`src/cpu_consts.svh`:
```
`ifndef CPU_CONSTS_SVH
`define CPU_CONSTS_SVH

// first instruction fetch after reset
`define CPU_RESET_PC 32'h0000_0100
`define CPU_NREGS    16

// ------------------------------------------------------------
// opcodes, instruction bits 7..0
// ------------------------------------------------------------
`define OP_NOP  8'hEA
`define OP_ADD  8'h01	// Rt = Ra + R[imm16[3:0]]
`define OP_SUB  8'h02
`define OP_AND  8'h03
`define OP_OR   8'h04
`define OP_EOR  8'h05
`define OP_ADDI 8'h06	// Rt = Ra + sext(imm16)
`define OP_LD   8'h07	// Rt = mem[Ra + sext(imm16)]
`define OP_ST   8'h08	// mem[Ra + sext(imm16)] = Rt
`define OP_BCC  8'h09	// condition in the Rt field

// ------------------------------------------------------------
// branch conditions, 4'hF is never taken
// ------------------------------------------------------------
`define CC_EQ 4'h0
`define CC_NE 4'h1
`define CC_PL 4'h2
`define CC_MI 4'h3
`define CC_CS 4'h4
`define CC_CC 4'h5
`define CC_VS 4'h6
`define CC_VC 4'h7
`define CC_RA 4'h8
`define CC_HI 4'h9
`define CC_LS 4'hA
`define CC_GE 4'hB
`define CC_LT 4'hC
`define CC_GT 4'hD
`define CC_LE 4'hE

`endif

```
`src/cpu_pkg.sv`:
```
`default_nettype none

package cpu_pkg;

	typedef logic [31:0] word_t;	// data word
	typedef logic [31:0] addr_t;	// byte address
	typedef logic [3:0]  reg_idx_t;
	typedef logic [7:0]  opcode_t;
	typedef logic [3:0]  cond_t;

	// bit 3 n, bit 2 z, bit 1 c, bit 0 v
	typedef logic [3:0]  flags_t;

	// control sequencer, one instruction at a time
	typedef enum logic [2:0] {
		RESET,
		FETCH,
		DECODE,
		EXEC,
		MEM,
		WRITEBACK
	} ctl_state_t;

endpackage

`default_nettype wire

```
`src/cpu_regfile.sv`:
```
`default_nettype none
`timescale 1ns/1ns
`include "cpu_consts.svh"

module cpu_regfile (
	input  wire                clk,
	input  wire                rst_i,
	input  wire cpu_pkg::reg_idx_t ra_idx_i,
	input  wire cpu_pkg::reg_idx_t rb_idx_i,
	output cpu_pkg::word_t     rdata_a_o,
	output cpu_pkg::word_t     rdata_b_o,
	input  wire                wr_en_i,
	input  wire cpu_pkg::reg_idx_t wr_idx_i,
	input  wire cpu_pkg::word_t    wr_data_i
);

	cpu_pkg::word_t regs [`CPU_NREGS];

	// ------------------------------------------------------------
	// write port, r0 is never written
	// ------------------------------------------------------------
	always_ff @(posedge clk) begin
		if (rst_i) begin
			for (int i = 0; i < `CPU_NREGS; i++)
				regs[i] <= '0;
		end else if (wr_en_i && (wr_idx_i != '0)) begin
			regs[wr_idx_i] <= wr_data_i;
		end
	end

	// asynchronous read ports
	assign rdata_a_o = (ra_idx_i == '0) ? '0 : regs[ra_idx_i];
	assign rdata_b_o = (rb_idx_i == '0) ? '0 : regs[rb_idx_i];	// r0 reads as zero

endmodule

`default_nettype wire

```
`src/cpu_alu.sv`:
```
`default_nettype none
`timescale 1ns/1ns
`include "cpu_consts.svh"

module cpu_alu (
	input  wire cpu_pkg::opcode_t op_i,
	input  wire cpu_pkg::word_t   a_i,
	input  wire cpu_pkg::word_t   b_i,
	input  wire [15:0]            imm_i,
	input  wire cpu_pkg::flags_t  flags_i,
	output cpu_pkg::word_t        result_o,
	output cpu_pkg::flags_t       flags_o
);

	cpu_pkg::word_t imm_ext;
	cpu_pkg::word_t opb;
	logic           use_imm;
	logic [32:0]    sum;
	logic [32:0]    diff;
	logic           v_add;
	logic           v_sub;

	assign imm_ext = {{16{imm_i[15]}}, imm_i};
	assign use_imm = (op_i == `OP_ADDI) || (op_i == `OP_LD) || (op_i == `OP_ST);
	assign opb     = use_imm ? imm_ext : b_i;

	// 33 bit add and subtract, bit 32 is the carry out
	assign sum  = {1'b0, a_i} + {1'b0, opb};
	assign diff = {1'b0, a_i} - {1'b0, opb};

	// overflow when the sign of the result can't follow from the operands
	assign v_add = (a_i[31] == opb[31]) && (sum[31] != a_i[31]);
	assign v_sub = (a_i[31] != opb[31]) && (diff[31] != a_i[31]);

	always_comb begin
		case (op_i)
			`OP_SUB: result_o = diff[31:0];
			`OP_AND: result_o = a_i & opb;
			`OP_OR:  result_o = a_i | opb;
			`OP_EOR: result_o = a_i ^ opb;
			default: result_o = sum[31:0];	// add, addi and ld/st address
		endcase
	end

	// ------------------------------------------------------------
	// next flags
	// ------------------------------------------------------------
	always_comb begin
		flags_o = flags_i;
		case (op_i)
			`OP_ADD, `OP_ADDI: flags_o = {sum[31], ~|sum[31:0], sum[32], v_add};
			`OP_SUB:           flags_o = {diff[31], ~|diff[31:0], ~diff[32], v_sub};	// c = no borrow
			`OP_AND, `OP_OR, `OP_EOR:
				flags_o = {result_o[31], ~|result_o, flags_i[1:0]};	// c and v kept
			default: ;
		endcase
	end

endmodule

`default_nettype wire

```
`src/cpu_branch_eval.sv`:
```
`default_nettype none
`timescale 1ns/1ns
`include "cpu_consts.svh"

module cpu_branch_eval (
	input  wire cpu_pkg::cond_t  cond_i,
	input  wire cpu_pkg::flags_t flags_i,
	output logic                 taken_o
);

	logic n, z, c, v;

	assign {n, z, c, v} = flags_i;

	always_comb begin
		case (cond_i)
			`CC_EQ:  taken_o = z;
			`CC_NE:  taken_o = !z;
			`CC_PL:  taken_o = !n;
			`CC_MI:  taken_o = n;
			`CC_CS:  taken_o = c;
			`CC_CC:  taken_o = !c;
			`CC_VS:  taken_o = v;
			`CC_VC:  taken_o = !v;
			`CC_RA:  taken_o = 1'b1;
			`CC_HI:  taken_o = c && !z;	// unsigned higher
			`CC_LS:  taken_o = !c || z;
			`CC_GE:  taken_o = (n == v);	// signed compares
			`CC_LT:  taken_o = (n != v);
			`CC_GT:  taken_o = (n == v) && !z;
			`CC_LE:  taken_o = z || (n != v);
			default: taken_o = 1'b0;
		endcase
	end

endmodule

`default_nettype wire

```
`src/cpu_control.sv`:
```
`default_nettype none
`timescale 1ns/1ns
`include "cpu_consts.svh"

module cpu_control (
	input  wire                    clk,
	input  wire                    rst_i,
	input  wire cpu_pkg::word_t    dat_i,
	input  wire                    ack_i,
	output logic                   cyc_o,
	output logic                   stb_o,
	output logic                   we_o,
	output cpu_pkg::addr_t         adr_o,
	output cpu_pkg::word_t         dat_o,
	output cpu_pkg::reg_idx_t      ra_idx_o,
	output cpu_pkg::reg_idx_t      rb_idx_o,
	input  wire cpu_pkg::word_t    rdata_a_i,
	input  wire cpu_pkg::word_t    rdata_b_i,
	output logic                   wr_en_o,
	output cpu_pkg::reg_idx_t      wr_idx_o,
	output cpu_pkg::word_t         wr_data_o,
	output cpu_pkg::opcode_t       alu_op_o,
	output cpu_pkg::word_t         alu_a_o,
	output cpu_pkg::word_t         alu_b_o,
	output logic [15:0]            alu_imm_o,
	output cpu_pkg::flags_t        flags_o,
	input  wire cpu_pkg::word_t    alu_result_i,
	input  wire cpu_pkg::flags_t   alu_flags_i,
	output cpu_pkg::cond_t         cond_o,
	input  wire                    taken_i
);

	cpu_pkg::ctl_state_t state;
	cpu_pkg::addr_t      pc;
	cpu_pkg::addr_t      br_target;
	cpu_pkg::word_t      ir;
	cpu_pkg::word_t      opa;
	cpu_pkg::word_t      opb;
	cpu_pkg::word_t      ld_data;
	cpu_pkg::flags_t     flags;
	cpu_pkg::opcode_t    op;
	logic                is_alu;
	logic                is_mem;
	logic                fetch_start;
	logic                fetch_done;
	logic                mem_start;
	logic                mem_done;

	// ------------------------------------------------------------
	// instruction fields and decode
	// ------------------------------------------------------------
	assign op     = ir[7:0];
	assign is_alu = (op == `OP_ADD) || (op == `OP_SUB) || (op == `OP_AND) ||
	                (op == `OP_OR) || (op == `OP_EOR) || (op == `OP_ADDI);
	assign is_mem = (op == `OP_LD) || (op == `OP_ST);

	assign ra_idx_o = ir[15:12];
	assign rb_idx_o = (op == `OP_ST) ? ir[11:8] : ir[19:16];	// store data comes from Rt

	assign alu_op_o  = op;
	assign alu_a_o   = opa;
	assign alu_b_o   = opb;
	assign alu_imm_o = ir[31:16];
	assign flags_o   = flags;
	assign cond_o    = ir[11:8];

	// pc already points past the branch here
	assign br_target = pc + {{14{ir[31]}}, ir[31:16], 2'b00};

	// register writeback, alu result in EXEC or load data in WRITEBACK
	assign wr_en_o   = ((state == cpu_pkg::EXEC) && is_alu) || (state == cpu_pkg::WRITEBACK);
	assign wr_idx_o  = ir[11:8];
	assign wr_data_o = (state == cpu_pkg::WRITEBACK) ? ld_data : alu_result_i;

	// bus events
	assign fetch_start = (state == cpu_pkg::FETCH) && !stb_o;
	assign fetch_done  = (state == cpu_pkg::FETCH) && stb_o && ack_i;
	assign mem_start   = (state == cpu_pkg::EXEC) && is_mem;
	assign mem_done    = (state == cpu_pkg::MEM) && ack_i;

	// ------------------------------------------------------------
	// sequencer and bus handshake
	// ------------------------------------------------------------
	always_ff @(posedge clk) begin
		if (rst_i) begin
			state <= cpu_pkg::RESET;
			pc    <= `CPU_RESET_PC;
			flags <= '0;
			cyc_o <= 1'b0;
			stb_o <= 1'b0;
			we_o  <= 1'b0;
		end else begin
			case (state)
				cpu_pkg::RESET: state <= cpu_pkg::FETCH;
				cpu_pkg::FETCH: begin
					if (fetch_start) begin
						cyc_o <= 1'b1;
						stb_o <= 1'b1;
						we_o  <= 1'b0;
					end else if (fetch_done) begin
						cyc_o <= 1'b0;	// drop on the ack edge
						stb_o <= 1'b0;
						pc    <= pc + 32'd4;
						state <= cpu_pkg::DECODE;
					end
				end
				cpu_pkg::DECODE: state <= cpu_pkg::EXEC;
				cpu_pkg::EXEC: begin
					state <= cpu_pkg::FETCH;
					if (is_alu)
						flags <= alu_flags_i;
					if ((op == `OP_BCC) && taken_i)
						pc <= br_target;
					if (mem_start) begin
						cyc_o <= 1'b1;
						stb_o <= 1'b1;
						we_o  <= (op == `OP_ST);
						state <= cpu_pkg::MEM;
					end
				end
				cpu_pkg::MEM: begin
					if (mem_done) begin
						cyc_o <= 1'b0;
						stb_o <= 1'b0;
						we_o  <= 1'b0;
						state <= we_o ? cpu_pkg::FETCH : cpu_pkg::WRITEBACK;
					end
				end
				cpu_pkg::WRITEBACK: state <= cpu_pkg::FETCH;
				default: state <= cpu_pkg::RESET;
			endcase
		end
	end

	// ------------------------------------------------------------
	// datapath registers
	// ------------------------------------------------------------
	always_ff @(posedge clk) begin
		if (fetch_start)
			adr_o <= {pc[31:2], 2'b00};
		else if (mem_start)
			adr_o <= {alu_result_i[31:2], 2'b00};	// word aligned
		if (mem_start)
			dat_o <= opb;
		if (fetch_done)
			ir <= dat_i;
		if (state == cpu_pkg::DECODE) begin
			opa <= rdata_a_i;
			opb <= rdata_b_i;
		end
		if (mem_done)
			ld_data <= dat_i;	// only used after a load
	end

endmodule

`default_nettype wire

```
`src/cpu_top.sv`:
```
`default_nettype none
`timescale 1ns/1ns

module cpu_top (
	input  wire                 clk,
	input  wire                 rst_i,
	input  wire cpu_pkg::word_t dat_i,
	input  wire                 ack_i,
	output wire                 cyc_o,
	output wire                 stb_o,
	output wire                 we_o,
	output cpu_pkg::addr_t      adr_o,
	output cpu_pkg::word_t      dat_o
);

	wire cpu_pkg::reg_idx_t ra_idx;
	wire cpu_pkg::reg_idx_t rb_idx;
	wire cpu_pkg::reg_idx_t wr_idx;
	wire cpu_pkg::word_t    rdata_a;
	wire cpu_pkg::word_t    rdata_b;
	wire cpu_pkg::word_t    wr_data;
	wire                    wr_en;
	wire cpu_pkg::opcode_t  alu_op;
	wire cpu_pkg::word_t    alu_a;
	wire cpu_pkg::word_t    alu_b;
	wire [15:0]             alu_imm;
	wire cpu_pkg::word_t    alu_result;
	wire cpu_pkg::flags_t   flags;
	wire cpu_pkg::flags_t   next_flags;
	wire cpu_pkg::cond_t    cond;
	wire                    taken;

	cpu_control u_control (
		.clk(clk), .rst_i(rst_i), .dat_i(dat_i), .ack_i(ack_i),
		.cyc_o(cyc_o), .stb_o(stb_o), .we_o(we_o), .adr_o(adr_o), .dat_o(dat_o),
		.ra_idx_o(ra_idx), .rb_idx_o(rb_idx), .rdata_a_i(rdata_a), .rdata_b_i(rdata_b),
		.wr_en_o(wr_en), .wr_idx_o(wr_idx), .wr_data_o(wr_data),
		.alu_op_o(alu_op), .alu_a_o(alu_a), .alu_b_o(alu_b), .alu_imm_o(alu_imm),
		.flags_o(flags), .alu_result_i(alu_result), .alu_flags_i(next_flags),
		.cond_o(cond), .taken_i(taken)
	);

	cpu_regfile u_regfile (
		.clk(clk), .rst_i(rst_i), .ra_idx_i(ra_idx), .rb_idx_i(rb_idx),
		.rdata_a_o(rdata_a), .rdata_b_o(rdata_b),
		.wr_en_i(wr_en), .wr_idx_i(wr_idx), .wr_data_i(wr_data)
	);

	cpu_alu u_alu (
		.op_i(alu_op), .a_i(alu_a), .b_i(alu_b), .imm_i(alu_imm), .flags_i(flags),
		.result_o(alu_result), .flags_o(next_flags)
	);

	cpu_branch_eval u_branch (.cond_i(cond), .flags_i(flags), .taken_o(taken));

endmodule

`default_nettype wire

```
`config.mk`:
```
export PLATFORM = sky130hd
export DESIGN_NAME = cpu_top
export DESIGN_NICKNAME = d
export VERILOG_FILES = /design/src/cpu_pkg.sv /design/src/cpu_regfile.sv /design/src/cpu_alu.sv /design/src/cpu_branch_eval.sv /design/src/cpu_control.sv /design/src/cpu_top.sv
export VERILOG_INCLUDE_DIRS = /design/src
export SDC_FILE = /design/constraint.sdc
export NUM_CORES = 2
export LEC_CHECK = 0
export ABC_AREA = 1
export ABC_CLOCK_PERIOD_IN_PS = 11300
export BUFFER_PORTS_ARGS = -buffer_cell sky130_fd_sc_hd__buf_2
export CAP_MARGIN = 20
export CORE_MARGIN = 3
export CORE_UTILIZATION = 60
export DETAILED_ROUTE_END_ITERATION = 10
export PLACE_DENSITY_LB_ADDON = 0.08
export SYNTH_ARGS = -nofsm -noshare
export SYNTH_HDL_FRONTEND = slang
export SYNTH_HIERARCHICAL = 1
export SYNTH_SLANG_ARGS = --single-unit
```
`constraint.sdc`:
```
create_clock -name clk -period 11.3 [get_ports clk]
set_input_delay 1.13 -clock clk [delete_from_list [all_inputs] [get_ports clk]]
set_output_delay 1.13 -clock clk [all_outputs]
set_load 0.1 [all_outputs]
```
# Word level (Yosys, flattened, before mapping)
# Memory sizes are Yosys's and may differ from the RTL's. A register that Yosys moved wholly into a read port is not among the register bits.
# Cells that the tools add are included.
# Widths: inputs -> output; s select.
# word_totals
mem_count	1
reg_bits	167
ramBits	512
inputBits	35
# op_classes
addsub	4
n_eq_ne	41
mux	34
bitwise_logic	5
reduce_logical	54
# memory_table
memory	words	word_bits	rd	rd_clocked_by_memory_dff	wr	line_no	text
u_regfile.regs	16	32	2	2	16	cpu_regfile.sv:17	cpu_pkg::word_t regs [`CPU_NREGS];
# ops
op	n
$mux 32	8
$pmux 32 s4	1
$reduce_or 32->1	4
$pmux 32 s2	1
$add 32x32->33	1
$sub 32x32->33	1
$add 32x3->32 const B	1
$add 32x32->32	1
$and 32x32->32	1
$eq 8x3->1 const B	4
$or 32x32->32	1
$xor 32x32->32	1
$eq 4x4->1 const B	7
$eq 4x3->1 const B	4
$eq 8x2->1 const B	2
$eq 8x4->1 const B	2
$reduce_and 4->1	4
$mux 3	5
$pmux 1 s15	1
$pmux 3 s5	1
$logic_and 1x1->1	12
$logic_not 4->1	3
$mux 1	12
$pmux 4 s3	1
other kinds (23)	59

# Logic depth before layout (Yosys ltp)
# logic_depth
depth_word	14
depth_mapped	31
depth_no_buf	29

# By module
# Netlist, hierarchy kept.
# modules_own_cells
module	instances	cells_each	area_per_inst_um2
cpu_regfile	1	4067	29847.4
cpu_control	1	908	10112.2
cpu_alu	1	1496	7533.5
cpu_branch_eval	1	51	210.2

# Worst setup path after synthesis
# OpenSTA, ideal clock, no wires.
# synth_timing
path_type	reg-to-reg
start	reg u_control.state[2]
end	reg u_control.state[1]
arrival_ns	5.546
setup_ns	0.080
path_stages_with_launch	5
n_path_buf	1
setup_slack_ns	5.675
path_cell_list	dfxtp_1 buf_2 nor3_1 o21ai_0 nor2_1
# synth_via
elab_chain_len	5
word_cells_on_any_way	16
classes_between	eq/ne (8); mux (1); reduce/logical (7)
# synth_rtl
item	line_no	text
start, declared	cpu_control.sv:33	cpu_pkg::ctl_state_t state;
start signal, assigned	cpu_control.sv:86	state <= cpu_pkg::RESET;
start signal, assigned	cpu_control.sv:94	cpu_pkg::RESET: state <= cpu_pkg::FETCH;
start signal, assigned	cpu_control.sv:104	state <= cpu_pkg::DECODE;
$eq 3x1->1	cpu_control.sv:76, cpu_control.sv:77, cpu_control.sv:93	
$logic_and 1x1->1 (2 in series)	cpu_control.sv:77	assign fetch_done = (state == cpu_pkg::FETCH) && stb_o && ack_i;
$ne 2x1->1 (no line)	-	
$reduce_and 3->1 (no line)	-	
# Several ways; a longest one is shown, not always the timed one.
# A chain may end at the register's enable or synchronous reset.

==> flow_summary_export.csv <==
group,metric,value,unit
sta,drv_slew,0,
synth,synth_compound_area_share,4.34,%
global_route,grt_pass1_wl,251000,um
floorplan,num_rows,102,
sta,tightest_slew,1.24,ns
floorplan,initial_core_util,61.1,%
final_layout,syn_to_final_growth,7.21,%
clock_tree,clk_pin_slew_worst_paths,0.06,ns
synth,syn_area,0.0477,mm^2
flow_run,drv_cap,0,
routing,vias_per_cell,5.94,
final_layout,multiInputGateArea,0.0205,mm^2
critical_path,crit_required,11.64,ns
sta,period_needed,5.61,ns
sta,rsz0062_at_grt,"false",
clock_tree,cts_inserted_buffers,81,
floorplan,coreArea,0.0781,mm^2
routing,drt_iter0_drc,6609,
sta,fin_hold_ws,0.466,ns
routing,ant_nets,0,
final_layout,layout.nets,6591,
synth,synth_top_family_by_area,"simple AND/OR/NAND/NOR gates",
clock_tree,clock_latency,0.67,ns
final_layout,mostFrequentLayoutCell,"nand2_1",
floorplan,die_area,0.0829,mm^2
run_status,outcome,"finished clean",
floorplan,fp.dieH,288,um
power_and_ir_drop,p_total,7.58,mW
final_layout,fillers,6810,
sta,hold_viol_final,0,
min_path,hp-class,"flip-flop to flip-flop",
synth,ys.flop_type,"edfxtp_1",
synth,muxShareOfSynthArea,1.16,%
clock_tree,htreeDepth,3,
floorplan,die_width,288,um
synth,synth-simple-area-share,33.5,%
synth,synthAdderAreaFrac,3.04,%
routing,wl,172000,um
place,dp_slack,5.86,ns
place,placed_area,0.0486,mm^2
critical_path,start_kind,"flip-flop",
clock_tree,hold_buffers,0,
critical_path,crit_type,"flip-flop to flip-flop",
clock_tree,cts_tree,"yes",
final_layout,drive_above_1_share,6.71,%
synth,synth-async-reset-ratio,0,%
synth,syn_area_per_cell,7.31,um^2
sta,fin_ws,5.69,ns
routing,vias,44900,
final_layout,final_util,65.5,%
power_and_ir_drop,p_leak,24.7,nW
synth,yosysUniqueCellTypes,57,
synth,seq_area_frac_synth,45.8,%
routing,dr.pass1.iters,7,
final_layout,stdcell_count,7552,
final_layout,layout_common_cells,"nand2_1 (2035), inv_1 (999), nand3_1 (929)",
place,portBuffers,99,
synth,yosys_warnings,6,
floorplan,ios,102,
global_route,overflow,0,
power_and_ir_drop,vdd_drop_max,0.142,mV
critical_path,setup.worst_path.end_class,"flip-flop",
global_route,grt_max_degree,181,
synth,synth-xor-area-share,0.422,%
clock_tree,cts_buffer_depth,3,
sta,slew_headroom,17.2,%
sta,max_clock_freq,0.178,GHz
final_layout,seqCellArea,0.0219,mm^2
synth,synth-edff-count,702,
sta,fin_crit_sh,49.6,%
clock_tree,post_cts_buffers,0,
clock_tree,cts_resized,0,
place,dp_cells,7397,
global_route,track_usage,40.5,%
place,hpwl,108000,um
clock_tree,clkSinkCount,741,
power_and_ir_drop,p_per_area,148,mW/mm^2
global_route,grt_pass1_vias,41200,
synth,postSynthCellCount,6522,
critical_path,arrival,5.94,ns
global_route,antenna_found_initial,6,
place,place.gp.congestion,1.07,
routing,drc,0,
final_layout,stdcell_area,0.0511,mm^2
routing,avgRoutedWirePerCell,22.7,um
sta,setup_tns,0,ns
critical_path,cp_max_fo,32,
synth,ys_ff_latch,741,
sta,finClkSkew,0.0729,ns
clock_tree,cts_root_buffer,"clkbuf_16",
sta,setup_viol,0,
[where the power goes]
group          switching [mW]  leakage [nW]  internal [mW]
Clock                    1.15          1.22           1.40
Sequential             0.0717          7.32           3.16
Combinational            1.41          16.2          0.380
Total                    2.64          24.7           4.94
[synth_stat cells (all sizes together) (4+ instances only)]
master     n  area (um^2)
edfxtp   702        21100
o22ai     11         68.8
or2        7         43.8
clkbuf   161          654
nor3      17         95.1
nand2   2065         7800
xor2      12          105
dfxtp     39          781
a221oi     7         61.3
o21ai    112          564
o211ai    14          105
nor2     770         2990
mux2      49          552
nand3    935         4700
inv     1024         3850
o21bai    21          161
buf      200         1090
a21oi    167          866
xnor2     11         96.3
ha       111         1390
o21a       4         30.0
a41oi     11         96.3
nand3b     9         67.6
nand4     32          206
a31oi      6         37.5
and2       5         31.3
[path summary, 6_finish.rpt]
path                    startpoint                endpoint  slack, ns  depth (start not counted)
max                u_control/ir[1]  u_regfile/regs[12][27]       5.69                         22
min          u_control/alu_b_o[27]     u_control/dat_o[27]       0.47                          0
max reg2reg        u_control/ir[1]  u_regfile/regs[12][27]       5.69                         22
min reg2reg  u_control/alu_b_o[27]     u_control/dat_o[27]       0.47                          0
[routing by layer]
metal  track usage [%]  vias to the layer above  share of wire, %
met5                 0                        -             0.033
met4              22.6                        8               6.2
met3              8.70                      647                13
met2              62.7                     3223                44
met1              53.2                    20500                36
li1                  -                    20400                 -
[area by class of cell]
type	instances	area share, %
multi-input combinational	4426	40.0
inverter	1026	7.57
clock buffer	106	4.19
timing repair buffer	166	2.12
clock inverter	43	0.763
antenna	4	0.0196
sequential	741	42.7
tap	1040	2.54
[worst max-delay path: stages (launching register included)]
cell	delay, ns
edfxtp_1	0.47
inv_1	0.16
nand2_1	0.12
o22ai_1	0.13
nand2_1	0.06
buf_4	0.23
inv_1	0.51
o21ai_0	0.29
ha_1	0.58
inv_2	0.12
nor2_1	0.12
inv_1	0.10
nor2_1	0.13
inv_1	0.08
nor2_1	0.30
nand3_1	0.30
nand2_1	0.13
nand2_1	0.07
nand3_1	0.11
nand3_1	0.25
mux2_2	0.36
inv_1	0.51
nor2_1	0.11
[registers in the layout, summed over array words and instances (netlist names), 3 cells and up]
signal,cells
u_control/alu_a_o,32
u_control/alu_b_o,32
u_control/dat_o,32
u_control/flags_o,4
u_control/adr_o,30
u_control/state,3
u_control/ir,32
u_control/ld_data,32
u_control/pc,30
u_regfile/regs,512
[kinds of logic (layout without fill, tap and decap cells)]
logic type,count (synthesis),in the layout
AND/OR/NAND/NOR,3843,3843
buffers and inverters,1387,1341
flip-flops,741,741
AO/OA/AOI/OAI,363,363
adder cells (fa/ha/maj),114,114
multiplexers,49,49
XOR/XNOR,23,23
other,2,38
Note: power is estimated with default switching activity, not from simulation.
